--- src/logic/pwm_chain_pkg.sv ---
// Timing and channel constants for the PWM chain datapath.
// Imported by the control unit, the counter, the comparator, the dead-time
// generators and the top level.

package pwm_chain_pkg;

    // Width of count, thresholds, limits and phase shift
    localparam int counter_width = 16;

    // PWM channels sharing one timebase
    localparam int n_channels = 3;

    // Width of a dead-time value in clock cycles
    localparam int deadtime_width = 16;

    // Counter mode codes
    localparam logic [2:0] mode_up = 3'd0;
    localparam logic [2:0] mode_down = 3'd1;
    localparam logic [2:0] mode_updown = 3'd2;

endpackage

--- src/logic/chain_regs_pkg.sv ---
// Register map of the PWM chain control unit.
// Bus widths, byte offsets of every register and the control-register fields.

package chain_regs_pkg;

    localparam int bus_width = 32;
    localparam logic [31:0] base_address = 32'h0000_0000;

    // Compare thresholds, one low and one high per channel
    localparam logic [31:0] reg_cmp_low_0 = 32'h00;
    localparam logic [31:0] reg_cmp_low_1 = 32'h04;
    localparam logic [31:0] reg_cmp_low_2 = 32'h08;
    localparam logic [31:0] reg_cmp_high_0 = 32'h0C;
    localparam logic [31:0] reg_cmp_high_1 = 32'h10;
    localparam logic [31:0] reg_cmp_high_2 = 32'h14;

    // Dead time per channel
    localparam logic [31:0] reg_deadtime_0 = 32'h18;
    localparam logic [31:0] reg_deadtime_1 = 32'h1C;
    localparam logic [31:0] reg_deadtime_2 = 32'h20;

    // Timebase limits and phase
    localparam logic [31:0] reg_start = 32'h24;
    localparam logic [31:0] reg_stop = 32'h28;
    localparam logic [31:0] reg_shift = 32'h2C;

    localparam logic [31:0] reg_out_enable = 32'h30;
    localparam logic [31:0] reg_dt_enable = 32'h34;
    localparam logic [31:0] reg_control = 32'h38;

    // Control register fields
    localparam int ctl_mode_lsb = 0;
    localparam int ctl_dc_bit = 3;
    localparam int ctl_run_bit = 4;

endpackage

--- src/logic/chain_control_unit.sv ---
// Register file of the PWM chain, written over the simple strobe bus.
// Each write is latched, applied one cycle later, and sb_ready returns high
// the cycle after that. Timing registers are locked while the counter runs.

`timescale 1ns/10ps

module chain_control_unit import pwm_chain_pkg::*, chain_regs_pkg::*; (
    input  logic clock,
    input  logic reset,
    input  logic counter_running,
    input  logic [bus_width-1:0] sb_address,
    input  logic [bus_width-1:0] sb_write_data,
    input  logic sb_write_strobe,
    output logic sb_ready,
    output logic counter_run,
    output logic [2:0] counter_mode,
    output logic [counter_width-1:0] counter_start,
    output logic [counter_width-1:0] counter_stop,
    output logic [counter_width-1:0] timebase_shift,
    output logic [counter_width-1:0] thr_low [n_channels],
    output logic [counter_width-1:0] thr_high [n_channels],
    output logic [deadtime_width-1:0] deadtime [n_channels],
    output logic [n_channels-1:0] deadtime_enable,
    output logic [1:0] out_enable [n_channels]
);

    typedef enum logic {
        idle_state,
        act_state
    } state_t;

    state_t state;
    logic act_done;
    logic apply_write;
    logic dc_mode;

    logic [bus_width-1:0] latched_address;
    logic [bus_width-1:0] latched_data;
    logic [counter_width-1:0] wr_value;

    assign apply_write = (state == act_state) && !act_done;
    assign wr_value = latched_data[counter_width-1:0];

    // Capture address and data of an accepted write
    always_ff @(posedge clock) begin
        if (state == idle_state && sb_write_strobe) begin
            latched_address <= sb_address;
            latched_data <= sb_write_data;
        end
    end

    // Act state lasts two cycles: apply, then release the bus
    always_ff @(posedge clock) begin
        if (!reset) begin
            state <= idle_state;
            act_done <= 1'b0;
            sb_ready <= 1'b1;
        end else begin
            case (state)
                idle_state: begin
                    act_done <= 1'b0;
                    if (sb_write_strobe) begin
                        sb_ready <= 1'b0;
                        state <= act_state;
                    end
                end
                act_state: begin
                    act_done <= 1'b1;
                    if (act_done) begin
                        sb_ready <= 1'b1;
                        state <= idle_state;
                    end
                end
                default: state <= idle_state;
            endcase
        end
    end

    always_ff @(posedge clock) begin
        if (!reset) begin
            counter_run <= 1'b0;
            counter_mode <= mode_up;
            counter_start <= '0;
            counter_stop <= '1;
            timebase_shift <= '0;
            deadtime_enable <= '0;
            dc_mode <= 1'b0;
            for (int i = 0; i < n_channels; i++) begin
                thr_low[i] <= '0;
                thr_high[i] <= '1;
                deadtime[i] <= '0;
                out_enable[i] <= 2'b00;
            end
        end else if (apply_write) begin
            case (latched_address)
                base_address + reg_cmp_low_0: thr_low[0] <= wr_value;
                base_address + reg_cmp_low_1: thr_low[1] <= wr_value;
                base_address + reg_cmp_low_2: thr_low[2] <= wr_value;
                base_address + reg_cmp_high_0: thr_high[0] <= wr_value;
                base_address + reg_cmp_high_1: thr_high[1] <= wr_value;
                base_address + reg_cmp_high_2: thr_high[2] <= wr_value;
                base_address + reg_deadtime_0: begin
                    if (!counter_running) deadtime[0] <= latched_data[deadtime_width-1:0];
                end
                base_address + reg_deadtime_1: begin
                    if (!counter_running) deadtime[1] <= latched_data[deadtime_width-1:0];
                end
                base_address + reg_deadtime_2: begin
                    if (!counter_running) deadtime[2] <= latched_data[deadtime_width-1:0];
                end
                base_address + reg_start: begin
                    if (!counter_running) begin
                        counter_start <= wr_value;
                        // Duty-cycle mode pins every window to the counter limits
                        if (dc_mode) begin
                            for (int i = 0; i < n_channels; i++) begin
                                thr_low[i] <= wr_value;
                            end
                        end
                    end
                end
                base_address + reg_stop: begin
                    if (!counter_running) begin
                        counter_stop <= wr_value;
                        if (dc_mode) begin
                            for (int i = 0; i < n_channels; i++) begin
                                thr_high[i] <= wr_value;
                            end
                        end
                    end
                end
                base_address + reg_shift: begin
                    if (!counter_running) timebase_shift <= wr_value;
                end
                base_address + reg_out_enable: begin
                    for (int i = 0; i < n_channels; i++) begin
                        out_enable[i] <= latched_data[2*i +: 2];
                    end
                end
                base_address + reg_dt_enable: deadtime_enable <= latched_data[n_channels-1:0];
                base_address + reg_control: begin
                    // Run bit stays writable so a running counter can be stopped
                    counter_run <= latched_data[ctl_run_bit];
                    if (!counter_running) begin
                        dc_mode <= latched_data[ctl_dc_bit];
                        if (latched_data[ctl_dc_bit]) begin
                            counter_mode <= mode_updown;
                        end else begin
                            counter_mode <= latched_data[ctl_mode_lsb +: 3];
                        end
                    end
                end
                default: ;
            endcase
        end
    end

endmodule

--- src/logic/pwm_counter.sv ---
// Shared timebase of the PWM chain.
// Counts up, down or up-down between the start and stop limits while run is
// high. The phase shift offsets the first count after start.

`timescale 1ns/10ps

module pwm_counter import pwm_chain_pkg::*; (
    input  logic clock,
    input  logic reset,
    input  logic counter_run,
    input  logic [2:0] counter_mode,
    input  logic [counter_width-1:0] counter_start,
    input  logic [counter_width-1:0] counter_stop,
    input  logic [counter_width-1:0] timebase_shift,
    output logic [counter_width-1:0] count,
    output logic counter_running
);

    // Up-down direction, high while counting up
    logic count_up;

    always_ff @(posedge clock) begin
        if (!reset) begin
            count <= '0;
            counter_running <= 1'b0;
            count_up <= 1'b1;
        end else if (!counter_running) begin
            if (counter_run) begin
                counter_running <= 1'b1;
                count_up <= 1'b1;
                if (counter_mode == mode_down) begin
                    count <= counter_stop - timebase_shift;
                end else begin
                    count <= counter_start + timebase_shift;
                end
            end
        end else if (!counter_run) begin
            counter_running <= 1'b0;
            count <= counter_start;
        end else begin
            case (counter_mode)
                mode_up: begin
                    count <= (count >= counter_stop) ? counter_start : count + 1'b1;
                end
                mode_down: begin
                    count <= (count <= counter_start) ? counter_stop : count - 1'b1;
                end
                mode_updown: begin
                    // Turn at either limit without dwelling on it
                    if (count_up) begin
                        if (count >= counter_stop) begin
                            count_up <= 1'b0;
                            count <= count - 1'b1;
                        end else begin
                            count <= count + 1'b1;
                        end
                    end else begin
                        if (count <= counter_start) begin
                            count_up <= 1'b1;
                            count <= count + 1'b1;
                        end else begin
                            count <= count - 1'b1;
                        end
                    end
                end
                default: ;
            endcase
        end
    end

endmodule

--- src/logic/pwm_comparator.sv ---
// Window comparator for all PWM channels.
// A channel is high while the shared count lies in [thr_low, thr_high).
// The result is registered, one cycle behind the count.

`timescale 1ns/10ps

module pwm_comparator import pwm_chain_pkg::*; (
    input  logic clock,
    input  logic reset,
    input  logic [counter_width-1:0] count,
    input  logic [counter_width-1:0] thr_low [n_channels],
    input  logic [counter_width-1:0] thr_high [n_channels],
    output logic [n_channels-1:0] pwm_raw
);

    logic [n_channels-1:0] in_window;

    always_comb begin
        for (int i = 0; i < n_channels; i++) begin
            in_window[i] = (count >= thr_low[i]) && (count < thr_high[i]);
        end
    end

    always_ff @(posedge clock) begin
        if (!reset) begin
            pwm_raw <= '0;
        end else begin
            pwm_raw <= in_window;
        end
    end

endmodule

--- src/logic/deadtime_generator.sv ---
// Complementary gate driver for one PWM channel.
// The side that turns on waits until raw has held its level for deadtime
// cycles; the side that turns off follows raw at once. Enables mask each side.

`timescale 1ns/10ps

module deadtime_generator import pwm_chain_pkg::*; (
    input  logic clock,
    input  logic reset,
    input  logic pwm_raw_bit,
    input  logic [deadtime_width-1:0] deadtime,
    input  logic deadtime_enable,
    input  logic [1:0] out_enable,
    output logic gate_high,
    output logic gate_low
);

    logic raw_prev;
    logic [deadtime_width-1:0] held_cycles;
    logic [deadtime_width-1:0] elapsed;
    logic settled;

    // Cycles raw has spent at its present level before this one
    assign elapsed = (pwm_raw_bit != raw_prev) ? '0 : held_cycles;
    assign settled = !deadtime_enable || (elapsed >= deadtime);

    always_ff @(posedge clock) begin
        if (!reset) begin
            raw_prev <= 1'b0;
            held_cycles <= '0;
            gate_high <= 1'b0;
            gate_low <= 1'b0;
        end else begin
            raw_prev <= pwm_raw_bit;
            if (pwm_raw_bit != raw_prev) begin
                held_cycles <= deadtime_width'(1);
            end else if (held_cycles != '1) begin
                held_cycles <= held_cycles + 1'b1;
            end
            gate_high <= out_enable[0] && pwm_raw_bit && settled;
            gate_low <= out_enable[1] && !pwm_raw_bit && settled;
        end
    end

endmodule

--- src/logic/pwm_chain.sv ---
// Top level of the three-channel PWM chain.
// Bus writes program the control unit, which drives the shared counter,
// the window comparator and one dead-time generator per channel.

`timescale 1ns/10ps

module pwm_chain import pwm_chain_pkg::*, chain_regs_pkg::*; (
    input  logic clock,
    input  logic reset,
    input  logic [bus_width-1:0] sb_address,
    input  logic [bus_width-1:0] sb_write_data,
    input  logic sb_write_strobe,
    output logic sb_ready,
    output logic [n_channels-1:0] gate_high,
    output logic [n_channels-1:0] gate_low
);

    logic counter_run;
    logic counter_running;
    logic [2:0] counter_mode;
    logic [counter_width-1:0] counter_start;
    logic [counter_width-1:0] counter_stop;
    logic [counter_width-1:0] timebase_shift;
    logic [counter_width-1:0] count;
    logic [counter_width-1:0] thr_low [n_channels];
    logic [counter_width-1:0] thr_high [n_channels];
    logic [deadtime_width-1:0] deadtime [n_channels];
    logic [n_channels-1:0] deadtime_enable;
    logic [1:0] out_enable [n_channels];
    logic [n_channels-1:0] pwm_raw;

    chain_control_unit control_inst (
        .clock(clock),
        .reset(reset),
        .counter_running(counter_running),
        .sb_address(sb_address),
        .sb_write_data(sb_write_data),
        .sb_write_strobe(sb_write_strobe),
        .sb_ready(sb_ready),
        .counter_run(counter_run),
        .counter_mode(counter_mode),
        .counter_start(counter_start),
        .counter_stop(counter_stop),
        .timebase_shift(timebase_shift),
        .thr_low(thr_low),
        .thr_high(thr_high),
        .deadtime(deadtime),
        .deadtime_enable(deadtime_enable),
        .out_enable(out_enable)
    );

    pwm_counter counter_inst (
        .clock(clock),
        .reset(reset),
        .counter_run(counter_run),
        .counter_mode(counter_mode),
        .counter_start(counter_start),
        .counter_stop(counter_stop),
        .timebase_shift(timebase_shift),
        .count(count),
        .counter_running(counter_running)
    );

    pwm_comparator comparator_inst (
        .clock(clock),
        .reset(reset),
        .count(count),
        .thr_low(thr_low),
        .thr_high(thr_high),
        .pwm_raw(pwm_raw)
    );

    for (genvar i = 0; i < n_channels; i++) begin : channel
        deadtime_generator deadtime_inst (
            .clock(clock),
            .reset(reset),
            .pwm_raw_bit(pwm_raw[i]),
            .deadtime(deadtime[i]),
            .deadtime_enable(deadtime_enable[i]),
            .out_enable(out_enable[i]),
            .gate_high(gate_high[i]),
            .gate_low(gate_low[i])
        );
    end

endmodule

--- config.mk ---
export PLATFORM = sky130hd
export DESIGN_NAME = pwm_chain
export DESIGN_NICKNAME = d
export VERILOG_FILES = /design/src/logic/pwm_chain_pkg.sv /design/src/logic/chain_regs_pkg.sv /design/src/logic/chain_control_unit.sv /design/src/logic/pwm_counter.sv /design/src/logic/pwm_comparator.sv /design/src/logic/deadtime_generator.sv /design/src/logic/pwm_chain.sv
export SDC_FILE = /design/constraint.sdc
export NUM_CORES = 1
export LEC_CHECK = 0
export ABC_AREA = 1
export BUFFER_PORTS_ARGS = -buffer_cell sky130_fd_sc_hd__buf_2
export CAP_MARGIN = 20
export CORE_ASPECT_RATIO = 1.5
export CORE_UTILIZATION = 60
export CTS_BUF_LIST = sky130_fd_sc_hd__clkbuf_8
export DETAILED_ROUTE_END_ITERATION = 12
export PLACE_DENSITY = 0.77
export SYNTH_ARGS = -nofsm -noshare
export SYNTH_HDL_FRONTEND = slang
export SYNTH_SLANG_ARGS = --single-unit
export TNS_END_PERCENT = 20
--- constraint.sdc ---
create_clock -name clock -period 2.8 [get_ports clock]
set_input_delay 0.28 -clock clock [delete_from_list [all_inputs] [get_ports clock]]
set_output_delay 0.28 -clock clock [all_outputs]
set_load 0.01 [all_outputs]
==> summary.md <==
| Metric | Value |
|---|---|
| CP cell instances | `inv_1 -> ha_1 -> nand2_1 -> nor2_1 -> and2_1 -> nor2_1 -> nand2_1 -> nand2_2 -> nand2_4 -> inv_1 -> nand2_1 -> a21oi_1 -> nor2_1 -> o21ai_0 -> nand2_1 -> a21oi_1` |
| Clk pin slew, worst setup/hold paths | `0.07 ns` |
| Die Y | `226 µm` |
| Reg2reg path depth | `16` |
| Number of synthesized register bits | `335` |
| Worst Path Buf+Inv | `2` |
| Post-synth EDFFs | `48` |
| Syn nets | `2,985` |
| Initial antenna violation count | `3` |
| Critical Path End Type | `flip-flop` |
| Grt ovf | `0` |
| Final Hold Vio Count | `0` |
| Final worst-path cycle share | `0.950` |
| Critical Path RT | `3.36 ns` |
| PD cells | `437 nW/µm²` |
| CTS max path bufs | `3` |
| Synth top area share | `0.285` |
| GPL Wtd Cong | `0.983` |
| Mean post-synth cell area | `7.44 µm²` |
| WS Path Type | `reg -> reg` |
| Vias in the first global route | `18,700` |
| Worst path depth | `16` |
| Final min period | `2.66 ns` |
| Setup TNS | `0 ns` |
| Placed inst area | `20,900 µm²` |
| Achievable Freq | `376 MHz` |
| 1st-iter DRT viols | `1,349` |
| FFs w/ async S/R, synth | `0` |
| Leakage power | `10.7 nW` |
| Crit-path slowest cell | `dfxtp_1` |
| CTS Buf Count | `53` |
| CP endpoint | `counter_inst.count[9]$_SDFFE_PN0P_` |
| Setup crit start | `counter_inst.count[0]$_SDFFE_PN0P_` |
| Via count | `19,200` |
| Cell Area, Synth | `20,100 µm²` |
| Max Cap Viol | `0` |
| Most frequent CP cell | `nand2_1` |
| Worst hold slack | `0.201 ns` |
| Row Count | `81` |
| Reg-to-reg endpoint | `counter_inst.count[9]$_SDFFE_PN0P_` |
| Register area share after synthesis | `0.357` |
| First-pass GRT wire length | `97,000 µm` |
| Die width | `152 µm` |
| Cell area after layout | `22,500 µm²` |
| Drt wl/cell | `18.9 µm` |
| Gr usage total | `0.372` |
| Arrival time at the worst endpoint | `3.22 ns` |
| Status | `completed` |
| CTS tree | `yes` |
| Final clock skew | `0.0232 ns` |
| Max VDD drop | `0.000435 V` |
| I/O pin cnt | `74` |
| Antenna viol nets, final | `0` |
| Detail Placement HPWL | `42,300 µm` |
| Critical path's top delay family | `simple AND/OR/NAND/NOR gates` |
| Syn-to-layout area delta | `12.0%` |
| H-tree depth | `2` |
| Max-slew headroom | `0.338` |
| Cells after synthesis | `2,708` |
| Hold Crit Class | `in -> reg` |
| Fin. max-slew vios | `0` |
| Setup violations, final | `0` |
| Unrepaired setup endpoints after global routing | `true` |
| Total Wirelength | `62,200 µm` |
| Reg2reg start | `counter_inst.count[0]$_SDFFE_PN0P_` |
| Largest net degree at the start of global routing | `180` |
| Port buffer count | `57` |
| Ys flop type | `dfxtp_1` |
| Pin slew with the least headroom to its limit | `0.993 ns` |
| Core area | `32,800 µm²` |
| Largest cells by area after synthesis | `dfxtp_1 (29%), ha_1 (13%), nand2_1 (8.3%), inv_1 (7.5%), edfxtp_1 (7.2%)` |
| Vias per cell | `5.86` |
| Num Clock Sinks | `335` |
| DRC | `0` |
| Final net count | `3,104` |
| Crit-path max FO | `12` |
| Post-CTS Setup Bufs | `0` |
| Layout Cells excl Fill | `3,284` |
| Synth Warn # | `0` |
| Post-Place Cells | `3,138` |
| Layout cells sized above 1 | `0.0956` |
| Crit-path max cell delay | `0.31 ns` |
| Flop2flop setup slack | `0.14 ns` |
| Clock Latency Late Sink | `0.63 ns` |
| Distinct cells, synth | `54` |
| DRT Pass-1 Iters | `6` |
| Initial Utilization | `0.613` |
| Die area | `34,300 µm²` |
| Cell taking the most area after synthesis | `dfxtp_1` |
| Clock root buffer | `clkbuf_8` |
| Startpoint types | `flip-flop` |
[layer usage]
metal | up-vias | wire length [µm] | global-route usage | part of all wire
li1 | 9311 | - | - | -
met1 | 8883 | 22800 | 0.401 | 0.37
met2 | 722 | 29500 | 0.623 | 0.47
met3 | 313 | 4290 | 0.0744 | 0.069
met4 | 2 | 5640 | 0.304 | 0.091
met5 | - | 17 | 0 | 0.00027
[state kept, by name, summed over array words and instances (netlist names), 3 cells and up]
name and count:
channel.deadtime_inst.gate_high 3, channel.deadtime_inst.gate_low 3, channel.deadtime_inst.held_cycles 48, channel.deadtime_inst.raw_prev 3, comparator_inst.pwm_raw 3, control_inst.counter_mode 3
control_inst.counter_start 16, control_inst.counter_stop 16, control_inst.deadtime 48, control_inst.deadtime_enable 3, control_inst.latched_address 32, control_inst.latched_data 16
control_inst.out_enable 6, control_inst.thr_high 48, control_inst.thr_low 48, control_inst.timebase_shift 16, counter_inst.count 16
[timing repair]
action	in CTS	in global routing
hold buffers	49	0
gates resized for setup	0	7
endpoints found under the setup margin	0	17
endpoints found under the hold margin	50	0
[synthesized netlist by cell type, types with 3 or more instances]
master     count
nor4_1         6
nor3_1        49
clkinv_1      12
nand3_1      141
a21oi_1      267
nand2_4        4
inv_2         11
a211oi_2      16
a31oi_1        7
a21oi_2        5
nand3b_1       4
o221ai_1       5
nor2_2        16
buf_6          5
dfxtp_1      287
o31ai_1        6
o21ai_0      193
edfxtp_1      48
a211oi_1      43
buf_4          9
or2_2          4
o21ai_1        3
buf_2         30
nor3_2         4
a21boi_0       4
inv_1        401
ha_1         208
xor2_1        39
o211ai_1      72
nor2_1       236
a21o_1         3
xnor2_1        6
a2111oi_0      6
nand2_1      444
clkbuf_1      57
nand2_2        5
nand4_1       26
o21bai_1       5
[report_power, final]
group | switching [mW] | leakage (nW) | internal [mW]
Combinational | 0.300 | 7.31 | 0.127
Sequential | 0.0547 | 2.78 | 4.95
Clock | 2.07 | 0.624 | 2.36
Total | 2.42 | 10.7 | 7.44
[layout make-up]
| cell class | instances | area (µm²) |
|---|---|---|
| multi-input cells | 1845 | 10900 |
| well taps | 415 | 519 |
| clock inverters | 26 | 175 |
| clock buffers | 68 | 936 |
| diodes | 3 | 7.51 |
| repair buffers | 168 | 1260 |
| flip-flops and latches | 335 | 7190 |
| fillers | 2831 | 10300 |
| inverters | 424 | 1590 |
[worst min-delay path by stage]
stage | start | end | cells after the start
CTS | reset | control_inst.counter_mode[0]$_SDFFE_PN0P_ | 3
floorplan | sb_address[0] | control_inst.latched_address[0]$_DFFE_PP_ | 0
detailed placement | control_inst.state$_SDFF_PN0_ | control_inst.act_done$_SDFF_PN0_ | 2
finish | reset | control_inst.counter_stop[8]$_SDFFE_PN1P_ | 3
global route | reset | control_inst.counter_mode[2]$_SDFFE_PN0P_ | 3
global placement | control_inst.state$_SDFF_PN0_ | control_inst.act_done$_SDFF_PN0_ | 2
[per-stage QoR]
step	utilization	power [mW]	setup slack (ns)
after floorplan	-	5.28	0.469
after global placement	0.637	5.45	0.277
after detailed placement	0.637	5.46	0.238
after CTS	0.686	9.87	0.218
after global routing	0.687	10.1	-0.0311
final	0.687	9.86	0.141
[cell usage in the layout, fill, tap and decap left out, types with 5 or more instances in the layout]
| cell type | Yosys | layout |
|---|---|---|
| nor2_2 | 16 | 17 |
| nor4_1 | 6 | 6 |
| o211ai_1 | 72 | 72 |
| ha_1 | 208 | 208 |
| edfxtp_1 | 48 | 48 |
| a211oi_2 | 16 | 16 |
| o21ai_1 | 3 | 6 |
| a21oi_2 | 5 | 5 |
| inv_1 | 401 | 413 |
| a21oi_1 | 267 | 267 |
| xor2_1 | 39 | 39 |
| o21ai_0 | 193 | 190 |
| nor2_1 | 236 | 235 |
| dlygate4sd3_1 | 0 | 49 |
| a211oi_1 | 43 | 43 |
| clkinv_2 | 0 | 8 |
| a31oi_1 | 7 | 7 |
| nand3_1 | 141 | 139 |
| inv_2 | 11 | 12 |
| nand2_2 | 5 | 5 |
| buf_4 | 9 | 62 |
| nand4_1 | 26 | 26 |
| clkinv_1 | 12 | 12 |
| a2111oi_0 | 6 | 5 |
| o31ai_1 | 6 | 6 |
| nand2_1 | 444 | 444 |
| clkbuf_8 | 0 | 68 |
| o221ai_1 | 5 | 5 |
| buf_2 | 30 | 56 |
| nor3_1 | 49 | 49 |
| o21bai_1 | 5 | 5 |
| dfxtp_1 | 287 | 286 |
| xnor2_1 | 6 | 6 |
[worst min-delay path, delay by kind of cell]
family                 cells  cell delay [ns]
AOI/OAI and AO/OA          1             0.17
buffers and inverters      2             0.34
[cells by family after synthesis]
family | count (synthesis) | synth area share
simple gates | 946 | 0.201
flops | 335 | 0.357
buf+inv | 528 | 0.104
compound gates | 644 | 0.187
xor+xnor | 45 | 0.0196
fa+ha+maj | 210 | 0.131
Note: power is estimated with default switching activity, not from simulation.
